[src/hdl/boot_pkg.sv]
package boot_pkg;

  // Target memory geometry
  localparam int im_addr_w = 10;
  localparam int dm_addr_w = 12;
  localparam int im_base   = 0;
  localparam int dm_base   = 0;

  typedef logic [7:0]  rom_addr_t;
  typedef logic [15:0] mem_addr_t;
  typedef logic [15:0] word_count_t;
  typedef logic [31:0] data_t;

  // One boot ROM entry, bit 35 first
  typedef struct packed {
    logic        skip;
    logic        enable;
    logic        sel;    // 0 IM, 1 DM
    logic        rsvd;
    mem_addr_t   src;
    word_count_t len;
  } boot_cmd_t;

  // What a copier needs from a command
  typedef struct packed {
    mem_addr_t   src;
    word_count_t len;
  } copy_job_t;

  typedef enum logic [2:0] {
    idle,
    fetch,
    decode,
    dispatch,
    drain,
    done
  } seq_state_t;

endpackage

[src/hdl/block_copier.sv]
module block_copier #(
  parameter int addr_w = 10,
  parameter int base   = 0
) (
  input  logic                clock,
  input  logic                ir_rst,
  input  boot_pkg::copy_job_t job,
  input  logic                job_req,
  output logic                job_ack,
  output logic                busy,
  output logic                rd_req,
  output boot_pkg::mem_addr_t rd_addr,
  input  logic                rd_ack,
  input  boot_pkg::data_t     rd_data,
  output logic                we,
  output logic [addr_w-1:0]   addr,
  output boot_pkg::data_t     wdata
);

  import boot_pkg::*;

  typedef enum logic [1:0] {
    cp_idle,
    cp_read,
    cp_release
  } cp_state_t;

  cp_state_t         state;
  mem_addr_t         src_ptr;
  word_count_t       remaining;
  logic [addr_w-1:0] tgt_ptr;   // Runs on across jobs
  logic              job_take;

  assign job_take = (state == cp_idle) && job_req && !job_ack;

  // Still busy until the job handshake has closed
  assign busy    = (state != cp_idle) || job_ack;
  assign rd_addr = src_ptr;
  assign addr    = tgt_ptr;

  always_ff @(posedge clock) begin
    if (ir_rst) begin
      job_ack <= 1'b0;
    end else if (job_ack && !job_req) begin
      job_ack <= 1'b0;
    end else if (job_take) begin
      job_ack <= 1'b1;
    end
  end

  always_ff @(posedge clock) begin
    if (ir_rst) begin
      state   <= cp_idle;
      rd_req  <= 1'b0;
      we      <= 1'b0;
      tgt_ptr <= addr_w'(base);
    end else begin
      we <= 1'b0;
      if (we) begin
        tgt_ptr <= tgt_ptr + 1'b1; // Wraps at addr_w
      end
      case (state)
        cp_idle: begin
          if (job_take && job.len != '0) begin
            rd_req <= 1'b1;
            state  <= cp_read;
          end
        end

        cp_read: begin
          if (rd_ack) begin
            rd_req <= 1'b0;
            we     <= 1'b1;
            state  <= cp_release;
          end
        end

        // Wait for the arbiter to drop ack before the next word
        cp_release: begin
          if (!rd_ack) begin
            if (remaining == '0) begin
              state <= cp_idle;
            end else begin
              rd_req <= 1'b1;
              state  <= cp_read;
            end
          end
        end

        default: begin
          state <= cp_idle;
        end
      endcase
    end
  end

  always_ff @(posedge clock) begin
    if (job_take) begin
      src_ptr   <= job.src;
      remaining <= job.len;
    end else if (state == cp_read && rd_ack) begin
      src_ptr   <= src_ptr + 1'b1;
      remaining <= remaining - 1'b1;
      wdata     <= rd_data;
    end
  end

endmodule

[src/hdl/boot_loader.sv]
module boot_loader (
  input  logic                           clock,
  input  logic                           ir_rst,
  input  logic                           system_enable,
  output logic                           rom_en,
  output boot_pkg::rom_addr_t            rom_addr,
  input  boot_pkg::boot_cmd_t            rom_data,
  output logic                           mem_req,
  output boot_pkg::mem_addr_t            mem_addr,
  input  logic                           mem_ack,
  input  boot_pkg::data_t                mem_data,
  output logic                           im_we,
  output logic [boot_pkg::im_addr_w-1:0] im_addr,
  output boot_pkg::data_t                im_wdata,
  output logic                           dm_we,
  output logic [boot_pkg::dm_addr_w-1:0] dm_addr,
  output boot_pkg::data_t                dm_wdata,
  output logic                           boot_done
);

  import boot_pkg::*;

  // Sequencer to copiers
  copy_job_t im_job;
  copy_job_t dm_job;
  logic      im_job_req;
  logic      im_job_ack;
  logic      im_busy;
  logic      dm_job_req;
  logic      dm_job_ack;
  logic      dm_busy;

  // Copiers to arbiter
  logic      im_rd_req;
  mem_addr_t im_rd_addr;
  logic      im_rd_ack;
  data_t     im_rd_data;
  logic      dm_rd_req;
  mem_addr_t dm_rd_addr;
  logic      dm_rd_ack;
  data_t     dm_rd_data;

  boot_sequencer sequencer (
    .clock         (clock),
    .ir_rst        (ir_rst),
    .system_enable (system_enable),
    .rom_en        (rom_en),
    .rom_addr      (rom_addr),
    .rom_data      (rom_data),
    .im_job        (im_job),
    .im_job_req    (im_job_req),
    .im_job_ack    (im_job_ack),
    .im_busy       (im_busy),
    .dm_job        (dm_job),
    .dm_job_req    (dm_job_req),
    .dm_job_ack    (dm_job_ack),
    .dm_busy       (dm_busy),
    .boot_done     (boot_done)
  );

  block_copier #(
    .addr_w (im_addr_w),
    .base   (im_base)
  ) im_copier (
    .clock   (clock),
    .ir_rst  (ir_rst),
    .job     (im_job),
    .job_req (im_job_req),
    .job_ack (im_job_ack),
    .busy    (im_busy),
    .rd_req  (im_rd_req),
    .rd_addr (im_rd_addr),
    .rd_ack  (im_rd_ack),
    .rd_data (im_rd_data),
    .we      (im_we),
    .addr    (im_addr),
    .wdata   (im_wdata)
  );

  block_copier #(
    .addr_w (dm_addr_w),
    .base   (dm_base)
  ) dm_copier (
    .clock   (clock),
    .ir_rst  (ir_rst),
    .job     (dm_job),
    .job_req (dm_job_req),
    .job_ack (dm_job_ack),
    .busy    (dm_busy),
    .rd_req  (dm_rd_req),
    .rd_addr (dm_rd_addr),
    .rd_ack  (dm_rd_ack),
    .rd_data (dm_rd_data),
    .we      (dm_we),
    .addr    (dm_addr),
    .wdata   (dm_wdata)
  );

  mem_read_arbiter arbiter (
    .clock      (clock),
    .ir_rst     (ir_rst),
    .im_rd_req  (im_rd_req),
    .im_rd_addr (im_rd_addr),
    .im_rd_ack  (im_rd_ack),
    .im_rd_data (im_rd_data),
    .dm_rd_req  (dm_rd_req),
    .dm_rd_addr (dm_rd_addr),
    .dm_rd_ack  (dm_rd_ack),
    .dm_rd_data (dm_rd_data),
    .mem_req    (mem_req),
    .mem_addr   (mem_addr),
    .mem_ack    (mem_ack),
    .mem_data   (mem_data)
  );

endmodule

[src/hdl/boot_sequencer.sv]
module boot_sequencer (
  input  logic                clock,
  input  logic                ir_rst,
  input  logic                system_enable,
  output logic                rom_en,
  output boot_pkg::rom_addr_t rom_addr,
  input  boot_pkg::boot_cmd_t rom_data,
  output boot_pkg::copy_job_t im_job,
  output logic                im_job_req,
  input  logic                im_job_ack,
  input  logic                im_busy,
  output boot_pkg::copy_job_t dm_job,
  output logic                dm_job_req,
  input  logic                dm_job_ack,
  input  logic                dm_busy,
  output logic                boot_done
);

  import boot_pkg::*;

  seq_state_t state;
  rom_addr_t  rom_ptr;
  copy_job_t  job_q;
  logic       sel_q;
  logic       cmd_end;
  logic       cmd_ignore;
  logic       tgt_ack;

  assign rom_en   = (state == fetch);
  assign rom_addr = rom_ptr;

  // Same job goes to both ports and req picks the copier
  assign im_job = job_q;
  assign dm_job = job_q;

  assign cmd_end    = (rom_data == '0);
  assign cmd_ignore = rom_data.skip || !rom_data.enable;

  assign tgt_ack = sel_q ? dm_job_ack : im_job_ack;

  always_ff @(posedge clock) begin
    if (ir_rst) begin
      state      <= idle;
      rom_ptr    <= '0;
      sel_q      <= 1'b0;
      im_job_req <= 1'b0;
      dm_job_req <= 1'b0;
      boot_done  <= 1'b0;
    end else begin
      case (state)
        idle: begin
          if (system_enable) begin
            state <= fetch;
          end
        end

        fetch: begin
          state <= decode; // ROM data shows up next cycle
        end

        // Previous ack has already dropped by the time we get here
        decode: begin
          rom_ptr <= rom_ptr + 1'b1;
          if (cmd_end) begin
            state <= drain;
          end else if (cmd_ignore) begin
            state <= fetch;
          end else begin
            sel_q      <= rom_data.sel;
            state      <= dispatch;
            im_job_req <= !rom_data.sel;
            dm_job_req <= rom_data.sel;
          end
        end

        // Copier acks only once idle so a busy copier stalls us here
        dispatch: begin
          if (tgt_ack) begin
            im_job_req <= 1'b0;
            dm_job_req <= 1'b0;
            state      <= fetch;
          end
        end

        drain: begin
          if (!im_busy && !dm_busy) begin
            boot_done <= 1'b1;
            state     <= done;
          end
        end

        done: begin
          // boot_done held until reset
        end

        default: begin
          state <= idle;
        end
      endcase
    end
  end

  always_ff @(posedge clock) begin
    if (state == decode) begin
      job_q.src <= rom_data.src;
      job_q.len <= rom_data.len;
    end
  end

endmodule

[src/hdl/mem_read_arbiter.sv]
module mem_read_arbiter (
  input  logic                clock,
  input  logic                ir_rst,
  input  logic                im_rd_req,
  input  boot_pkg::mem_addr_t im_rd_addr,
  output logic                im_rd_ack,
  output boot_pkg::data_t     im_rd_data,
  input  logic                dm_rd_req,
  input  boot_pkg::mem_addr_t dm_rd_addr,
  output logic                dm_rd_ack,
  output boot_pkg::data_t     dm_rd_data,
  output logic                mem_req,
  output boot_pkg::mem_addr_t mem_addr,
  input  logic                mem_ack,
  input  boot_pkg::data_t     mem_data
);

  import boot_pkg::*;

  typedef enum logic [1:0] {
    arb_idle,
    arb_fetch,
    arb_finish
  } arb_state_t;

  arb_state_t state;
  logic       grant_dm;   // Owner of the transfer in flight
  logic       prefer_dm;  // Who wins the next tie
  logic       rd_ack;
  data_t      data_q;
  logic       pick_im;
  logic       pick_dm;
  logic       owner_req;

  assign pick_im   = im_rd_req && (!dm_rd_req || !prefer_dm);
  assign pick_dm   = dm_rd_req && !pick_im;
  assign owner_req = grant_dm ? dm_rd_req : im_rd_req;

  assign im_rd_ack  = rd_ack && !grant_dm;
  assign dm_rd_ack  = rd_ack && grant_dm;
  assign im_rd_data = data_q;
  assign dm_rd_data = data_q;

  always_ff @(posedge clock) begin
    if (ir_rst) begin
      state     <= arb_idle;
      grant_dm  <= 1'b0;
      prefer_dm <= 1'b0; // IM first after reset
      rd_ack    <= 1'b0;
      mem_req   <= 1'b0;
    end else begin
      case (state)
        arb_idle: begin
          if (pick_im || pick_dm) begin
            grant_dm  <= pick_dm;
            prefer_dm <= pick_im;
            mem_req   <= 1'b1;
            state     <= arb_fetch;
          end
        end

        arb_fetch: begin
          if (mem_ack) begin
            mem_req <= 1'b0;
            rd_ack  <= 1'b1;
            state   <= arb_finish;
          end
        end

        // Both handshakes must be back at rest
        arb_finish: begin
          if (!mem_ack && !owner_req) begin
            rd_ack <= 1'b0;
            state  <= arb_idle;
          end
        end

        default: begin
          state <= arb_idle;
        end
      endcase
    end
  end

  always_ff @(posedge clock) begin
    if (state == arb_idle && (pick_im || pick_dm)) begin
      mem_addr <= pick_im ? im_rd_addr : dm_rd_addr;
    end
    if (state == arb_fetch && mem_ack) begin
      data_q <= mem_data;
    end
  end

endmodule

[config.mk]
export PLATFORM = sky130hd
export DESIGN_NAME = boot_loader
export DESIGN_NICKNAME = d
export VERILOG_FILES = /design/src/hdl/boot_pkg.sv /design/src/hdl/block_copier.sv /design/src/hdl/boot_loader.sv /design/src/hdl/boot_sequencer.sv /design/src/hdl/mem_read_arbiter.sv
export SDC_FILE = /design/constraint.sdc
export NUM_CORES = 1
export LEC_CHECK = 0
export BUFFER_PORTS_ARGS = -buffer_cell sky130_fd_sc_hd__buf_2
export CORE_MARGIN = 2
export CORE_UTILIZATION = 56
export CTS_CLUSTER_DIAMETER = 100
export CTS_CLUSTER_SIZE = 40
export DETAILED_ROUTE_END_ITERATION = 10
export HOLD_SLACK_MARGIN = 0.02
export PLACE_DENSITY = 0.8
export SLEW_MARGIN = 20
export SYNTH_ARGS = -nofsm -noshare
export SYNTH_HDL_FRONTEND = slang
export SYNTH_SLANG_ARGS = --single-unit
[constraint.sdc]
create_clock -name clock -period 3.8 [get_ports clock]
set_clock_uncertainty 0.1 [all_clocks]
set_input_delay 0.19 -clock clock [delete_from_list [all_inputs] [get_ports clock]]
set_output_delay 0.19 -clock clock [all_outputs]
set_load 0.02 [all_outputs]
==> run summary, run 1 <==
The maximum clock rate came out at roughly 410 MHz. The flow ran to the end, and the final reports show no timing, DRC or antenna violations. In the global route stage, overall resource usage came out at between 20% and 30%. The via count of the first global-routing pass is around 6900.

For this design the total switching power over the nets is around 1000 uW. Counting I/O delays and the setup requirement, the final critical path takes 2.42 ns. The internal power of the cells totals about 3900 uW. A synthesized cell averages about 13 um2. The maximum cell stage delay along the critical path came out at between 0.6 and 0.7 ns. The slowest stage of the critical path belongs to the cell sky130_fd_sc_hd__dlygate4sd3_1.

The global-route congestion overflow total came out at 0. The maximum resistive drop on vdd came out at 0.265 mV. CTS placed an instance of sky130_fd_sc_hd__clkbuf_16 at the clock tree root. The total wirelength of the detailed-routed design is 22700 um.

The global-route wire length before repair came out at roughly 35000 um. The most used flip-flop cell after synthesis is sky130_fd_sc_hd__edfxtp_1. The sequential share of power is 65.8%. After clock tree synthesis, the repair step resized 0 gates. The number of remaining DRC errors is 0. The detail route stage leaves a number of antenna-violating nets equal to 0. The signed area change from the synthesized netlist to the final layout is 20.9%. The initial core utilization is about 57%. The proportion of layout cells with a drive suffix above 1 is 22.2%.

Ranked by instance count, the synthesized netlist is headed by sky130_fd_sc_hd__edfxtp_1 (208), sky130_fd_sc_hd__nand2_1 (104), sky130_fd_sc_hd__nor2_1 (65). The HPWL after detailed placement is about 15000 um. The summed area of non-filler cells in the final layout is approximately 13000 um2.

The vias per cell came out at between 5 and 6. The clock insertion delay at the later pin of the skew report came out at roughly 0.5 ns. In the final design database the tool counted about 1100 nets.

The cell count of the worst hold path is 5. The total number of vias is between 7000 and 8000. The worst register-to-register path has a depth of 5.

The deepest clock path buffer count came out at 3. The placed cell count came out at 1219. The violation count after the first detailed-route iteration is 647. The transition at the pin with the smallest max-transition slack came out at just over 1 ns. In the final routed layout, each cell accounts on average for approximately 17 um. The number of setup violations in the final report came out at 0. The share of total power consumed by net switching is 21.4%. After synthesis the netlist holds a flip-flop and latch count of around 260. The leakage power summed over all cells came out at ~0.0045 uW. From bottom edge to top edge, the die measures between 100 and 150 um.

For the worst setup path, the data arrival time is around 2.8 ns. The number of max-slew violations in the final report is 0. The category of the worst setup path capture point is a flip-flop. Summing every instance area after synthesis gives 10500 um2. Summing all placed instances gives a cell area of approximately 12000 um2. Yosys attributes the largest share of cell area to sky130_fd_sc_hd__edfxtp_1 (59%), sky130_fd_sc_hd__dfxtp_1 (10%), sky130_fd_sc_hd__xor2_1 (3.8%). The placeable core area came out at between 15000 and 20000 um2.

The largest fanout on the critical path came out at 35. The count of non-filler cells in the finished layout came out at 1304. The total of fill cells in the finished design came out at between 1000 and 1500. The async set-or-reset flop fraction in the synthesized netlist came out at 0%.

The signal on the critical path passes through nor3b_2 > buf_4 > nand3_1 > dlygate4sd3_1 > a21oi_1. Clock-pin slew was measured on the worst setup and hold paths at roughly 0.14 ns. The number of nets in the synthesized netlist is roughly 900. Together, buffers and inverters on the worst path number 2. The last weighted congestion value of the routability-driven placer is around 0.84. The number of buffers created by CTS came out at 10. The sink count of the clock tree is 261.

Buffers placed on the I/O ports in this run total roughly 190. The setup path with the least slack is of type flip-flop to flip-flop. The number of synthesized flops with an enable pin came out at ~210. Of all cell types, the one taking the most synthesized area is sky130_fd_sc_hd__edfxtp_1.

The die covers between 15000 and 20000 um2. The instance count of the mapped netlist is 815. STA classifies the critical path startpoint as a flip-flop. The tightest min-delay check is of the primary input to flip-flop type.

Summed over its instances, the top area cell type makes up about three fifths of the synthesized netlist area. The count of warnings emitted by yosys came out at 0. The CTS tree is built. The total number of cells along the worst setup path came out at 5. The sequential share of the synthesized area came out at between 60% and 70%.

The floorplan has 50 rows. The setup TNS after final layout came out at 0 ns. The clock share of power came out at ~28%. The final worst-path cycle share came out at between 60% and 70%. In this run the number of H-tree levels came out at 1. Grouping stages by cell kind, the critical path spends the most delay in buffers and inverters. The most common cell in the synthesized netlist is sky130_fd_sc_hd__edfxtp_1. The final hold violation count is 0.

The count of maximum capacitance violations is 0. STA puts the critical path data required time at just over 4 ns. Setup repair after global routing left no endpoint under its margin.

The netlist uses 50 different library cells. The number of antenna violations at the first check in global routing is 1. In this run the horizontal extent of the chip is 141 um. The count of pins on the block boundary is between 150 and 200.

Entering global routing, the biggest net connects 60 pins. The number of optimization iterations in the first detailed-route pass came out at 6. The relative slew slack is 32.4%. The share of power burned in combinational logic came out at approximately 6.2%. Dividing total power by cell area gives a power density of approximately 380 nW/um2.
[registers in the layout (all words and copies together), names as in the netlist, 12 cells and up]
register,flops
dm_copier.rd_addr,16
dm_copier.wdata,32
im_copier.rd_addr,16
dm_copier.remaining,16
sequencer.dm_job,32
im_copier.remaining,16
arbiter.mem_addr,16
arbiter.dm_rd_data,32
dm_copier.addr,12
im_copier.wdata,32
[metal layers]
layer / vias to the layer above / share of wire (%) / track usage (%)
met5: - / 0 / 0
met2: 241 / 52 / 40.3
li1: 3451 / - / -
met4: 0 / 2.7 / 6.26
met1: 3399 / 41 / 28.2
met3: 45 / 4.8 / 2.31
[layout make-up]
type	instances	area (um2)	area share (%)
multi-input cells	510	3070	24.1
clock inverters	2	23.8	0.186
repair buffers	263	1690	13.3
flip-flops and latches	261	7310	57.3
well taps	234	293	2.30
diodes	1	2.50	0.0196
clock buffers	14	287	2.25
inverters	19	71.3	0.559
[power groups by stage]
stage,logic (uW),clock network (uW),registers (uW)
2_1_floorplan,112,0,3300
3_5_place_dp,246,0,3290
3_3_place_gp,239,0,3280
5_1_grt,328,1480,3230
6_report,303,1370,3220
4_1_cts,301,1390,3220
[cells in the final DEF (no fill, tap or decap), drive strengths merged, types with 6 or more instances in the layout]
cell type,Yosys,layout
edfxtp,208,208
buf,9,195
nand2,104,104
dlygate4sd3,0,68
o21ai,67,67
nor2,65,65
dfxtp,53,53
xor2,46,46
xnor2,33,33
nand3,25,25
a21oi,25,25
inv,19,20
nor4,19,19
nor3,17,17
mux2,15,15
nand4,15,15
clkbuf,16,14
and3,11,11
ha,9,9
or3,8,8
nand2b,6,6
[stage by stage]
stage / worst slack, ns / hold slack (ns) / util, % / total power (uW)
after floorplan: 1.68 / 0.189 / - / 3410
after global placement: 1.65 / 0.266 / 63.3 / 3520
after detailed placement: 1.56 / 0.268 / 63.3 / 3530
after CTS: 1.40 / 0.0311 / 68.6 / 4920
after global routing: 1.19 / 0.0691 / 68.6 / 5050
final: 1.38 / 0.0396 / 68.6 / 4900
[logic make-up after synthesis]
logic type,after synthesis,share of synthesized area [%]
simple gates,296,13.8
flops,261,69.3
compound gates,107,5.62
xor+xnor,79,6.56
buf+inv,44,1.65
mux,19,1.98
fa+ha+maj,9,1.07
[worst min-delay path, cell delays in order]
cell and delay [ns]:
sky130_fd_sc_hd__buf_2 0.09, sky130_fd_sc_hd__nor2b_1 0.07, sky130_fd_sc_hd__nand2_1 0.08, sky130_fd_sc_hd__nand2_1 0.05, sky130_fd_sc_hd__a21oi_1 0.12
[timing repair]
item | CTS | global route
hold endpoints to repair | 73 | 0
hold buffers | 68 | 0
setup buffers | 0 | 0
[final timing paths]
path,start,slack [ns],endpoint
worst max-delay path,sequencer.state[1]$_SDFFE_PP0P_,1.38,sequencer.dm_job_req$_SDFFE_PP0P_
worst min-delay path,rom_data[35],0.04,sequencer.sel_q$_SDFFE_PP0P_
worst max register to register,sequencer.state[1]$_SDFFE_PP0P_,1.38,sequencer.dm_job_req$_SDFFE_PP0P_
worst min register to register,sequencer.boot_done$_SDFFE_PP0P_,0.36,sequencer.boot_done$_SDFFE_PP0P_
Note: power is estimated with default switching activity, not from simulation.
==> run 2: changes to the inputs <==
==> constraint.sdc (replaced) <==
create_clock -name clock -period 2.5 [get_ports clock]
set_clock_uncertainty 0.1 [all_clocks]
set_input_delay 0.125 -clock clock [delete_from_list [all_inputs] [get_ports clock]]
set_output_delay 0.125 -clock clock [all_outputs]
set_load 0.02 [all_outputs]
==> run 2 against run 1 <==
  * Critical path depth stayed put
  * Total power increased by 52%
  * Core utilization up 0.30 points
  * Worst hold slack improved by 0.054 ns
  * Fmax increased by 9.8%
  * Global-route usage up 0.10 points
  * Critical path type unchanged
  * Die area unchanged
  * Cell area grew 0.44%
  * Clock power increased by 51%
  * Sequential cell count did not move
==> run summary, run 2 (same netlist as run 1, synthesis figures left out) <==
Run status: finished, final reports clean (unchanged). The required time of the critical path came out at 2.82 ns (was 4.13 ns). Unrepaired setup endpoints after global routing: no (unchanged). The post-layout worst setup margin came out at 0.301 ns (was 1.38 ns).

The total of fill cells in the finished design came out at 1331 (was 1325). The slack of the worst reg-to-reg path came out at 0.30 ns (was 1.38 ns). The number of gates given a new drive strength after cts came out at 0 (unchanged). The deepest clock path buffer count came out at 3 (unchanged). The leakage power summed over all cells was 0.00458 uW (was 0.00455 uW).

The proportion of layout cells with a drive suffix above 1 came to 22.4% (was 22.2%). The master cell of the clock root buffer is sky130_fd_sc_hd__clkbuf_16 (unchanged). The relative slew slack came out at 56.2% (was 32.4%).

The via count of the first global-routing pass is 6896 (was 6919). The clock input transition at the sequential cells of the worst setup and hold paths came out at 0.14 ns (about the same). The shortest clock period the worst path allows after layout came out at 2.20 ns (was 2.42 ns).

The post-detailed-route wirelength per cell is 17.2 um (was 17.4 um). The global-route congestion overflow total is 0 (unchanged). The maximum cell stage delay along the critical path was 0.58 ns (was 0.61 ns). Sequence of cells on the critical path: nor3b_2 > buf_12 > nand3_1 > dlygate4sd3_1 > a21oi_1 (was nor3b_2 > buf_4 > nand3_1 > dlygate4sd3_1 > a21oi_1). The number of optimization iterations in the first detailed-route pass is 5 (was 6). The number of setup violations in the final report came out at 0 (unchanged). The number of remaining DRC errors came out at 0 (unchanged). The number of nets in the finished design came out at 1150 (was 1146).

The type of the worst setup path is flip-flop to flip-flop (unchanged). The maximum clock rate came to 455 MHz (was 414 MHz). The number of max-slew violations in the final report is 0 (unchanged).

The number of rows created at floorplan is 50 (unchanged). The maximum resistive drop on vdd came out at 0.401 mV (was 0.265 mV). The count of hold-fix buffers inserted at cts is 70 (was 68). The total number of vias was 7080 (was 7136). The worst slack at placement is 0.382 ns (was 1.56 ns). The vias per cell is 5.42 (was 5.47).

The kind of start point of the critical path is a flip-flop (unchanged). The power density over the cells came out at 581 nW/um2 (was 384 nW/um2). The final worst-path cycle share is 88.0% (was 63.6%). The classification of the worst-slack hold path is primary input to flip-flop (unchanged).

The master of the slowest instance on the critical path was sky130_fd_sc_hd__dlygate4sd3_1 (unchanged). The number of antenna violations at the first check in global routing is 0 (was 1). The last weighted congestion value of the routability-driven placer is 0.814 (was 0.843). The largest fanout on the critical path is 35 (unchanged). The total wirelength of the detailed-routed design came to 22500 um (was 22700 um).

The setup TNS after final layout is 0 ns (unchanged). The setup fix buffers added after clock tree synthesis was 0 (unchanged). The die extent in x came out at 141 um (unchanged). The final antenna-violating net count is 0 (unchanged). The transition at the pin with the smallest max-transition slack came out at 0.656 ns (was 1.01 ns). The y dimension of the die came to 141 um (unchanged). The initial core utilization came out at 56.8% (unchanged).

The global routing usage summed across all routing layers is 22.2% (was 22.1%). The sink count of the clock tree was 261 (unchanged). The number of buffers created by CTS is 10 (unchanged). The start point of the critical path is sequencer.state[1]$_SDFFE_PP0P_ (unchanged).

The count of maximum capacitance violations came out at 0 (unchanged). The pin count of the biggest net entering global routing is 57 (was 60). The count of pins on the block boundary is 187 (unchanged). Top library cells by usage in the layout, fill and taps aside: sky130_fd_sc_hd__edfxtp_1 (208), sky130_fd_sc_hd__buf_2 (186), sky130_fd_sc_hd__nand2_1 (104) (unchanged). The area enclosed by the die boundary came out at 19900 um2 (unchanged).

The clock insertion delay at the later pin of the skew report was 0.49 ns (about the same). The depth of the CTS H-tree is 1 (unchanged). The commonest non-fill, non-tap cell in the layout was sky130_fd_sc_hd__edfxtp_1 (unchanged). The start point of the worst hold path was rom_data[34] (was rom_data[35]). The data arrival time of the critical path is 2.52 ns (was 2.75 ns). The CTS tree is built (unchanged). The placed wire-length estimate after detailed placement is 15100 um (was 14900 um). The number of buffers inserted by port buffering came out at 186 (unchanged).

The signed area change from the synthesized netlist to the final layout is 21.4% (was 20.9%). The critical register-to-register path startpoint is sequencer.state[1]$_SDFFE_PP0P_ (unchanged). The placeable core area is 18600 um2 (unchanged). The category of the worst setup path capture point is a flip-flop (unchanged). The final hold violation count is 0 (unchanged). The violation count after the first detailed-route iteration is 533 (was 647). The number of diodes came out at 0 (was 1). The global-route wire length before repair was 35400 um (was 35500 um).
## run 2: cell count changes in the layout (fill, tap and decap cells not counted), sizes merged
| cell | delta |
|---|---|
| clkinvlp | -1 |
| dlygate4sd3 | +2 |
| clkbuf | -1 |
| clkinv | +2 |
| buf | +2 |
| diode | -1 |
## run 2: area by class of cell
class	count	area, um2	area share (%)
sequential	261	7310	57.1
inverter	19	71.3	0.557
multi-input combinational	510	3070	24.0
tap	234	293	2.29
timing repair buffer	267	1750	13.7
clock buffer	13	283	2.21
clock inverter	3	26.3	0.205
## run 2: where the power goes
part	total (uW)	switching (uW)	internal (uW)
Combinational	469	265	204
Clock	2070	1240	832
Sequential	4900	80.1	4820
Total	7440	1590	5850
## run 2: routing by layer
metal | vias to the layer above | global-route usage (%) | share of wire [%]
met5 | - | 0 | 0
met4 | 0 | 7.47 | 3.4
met2 | 221 | 39.5 | 51
met3 | 53 | 2.65 | 5.4
met1 | 3344 | 28.5 | 40
li1 | 3462 | - | -
## run 2: final timing paths
| check | depth (start not counted) | to |
|---|---|---|
| setup / recovery | 5 | sequencer.dm_job_req$_SDFFE_PP0P_ |
| hold / removal | 5 | sequencer.sel_q$_SDFFE_PP0P_ |
| setup reg to reg | 5 | sequencer.dm_job_req$_SDFFE_PP0P_ |
| hold reg to reg | 2 | sequencer.boot_done$_SDFFE_PP0P_ |
## run 2: metrics by stage
stage	hold WS, ns	instances	utilization, %	cell area (um2)	power, uW
global placement	0.201	1221	63.5	11800	5360
CTS	0.0895	1307	68.9	12800	7480
global route	0.131	1307	68.9	12800	7670
finish	0.0931	1307	68.9	12800	7440
detailed placement	0.203	1221	63.5	11800	5370
floorplan	0.124	815	-	10500	5190
## run 2: worst max-delay path, delay by kind of cell, from the launching register on
family | cells | cell delay, ns
flops | 1 | 0.45
buf+inv | 2 | 0.85
simple gates | 2 | 0.62
compound gates | 1 | 0.12
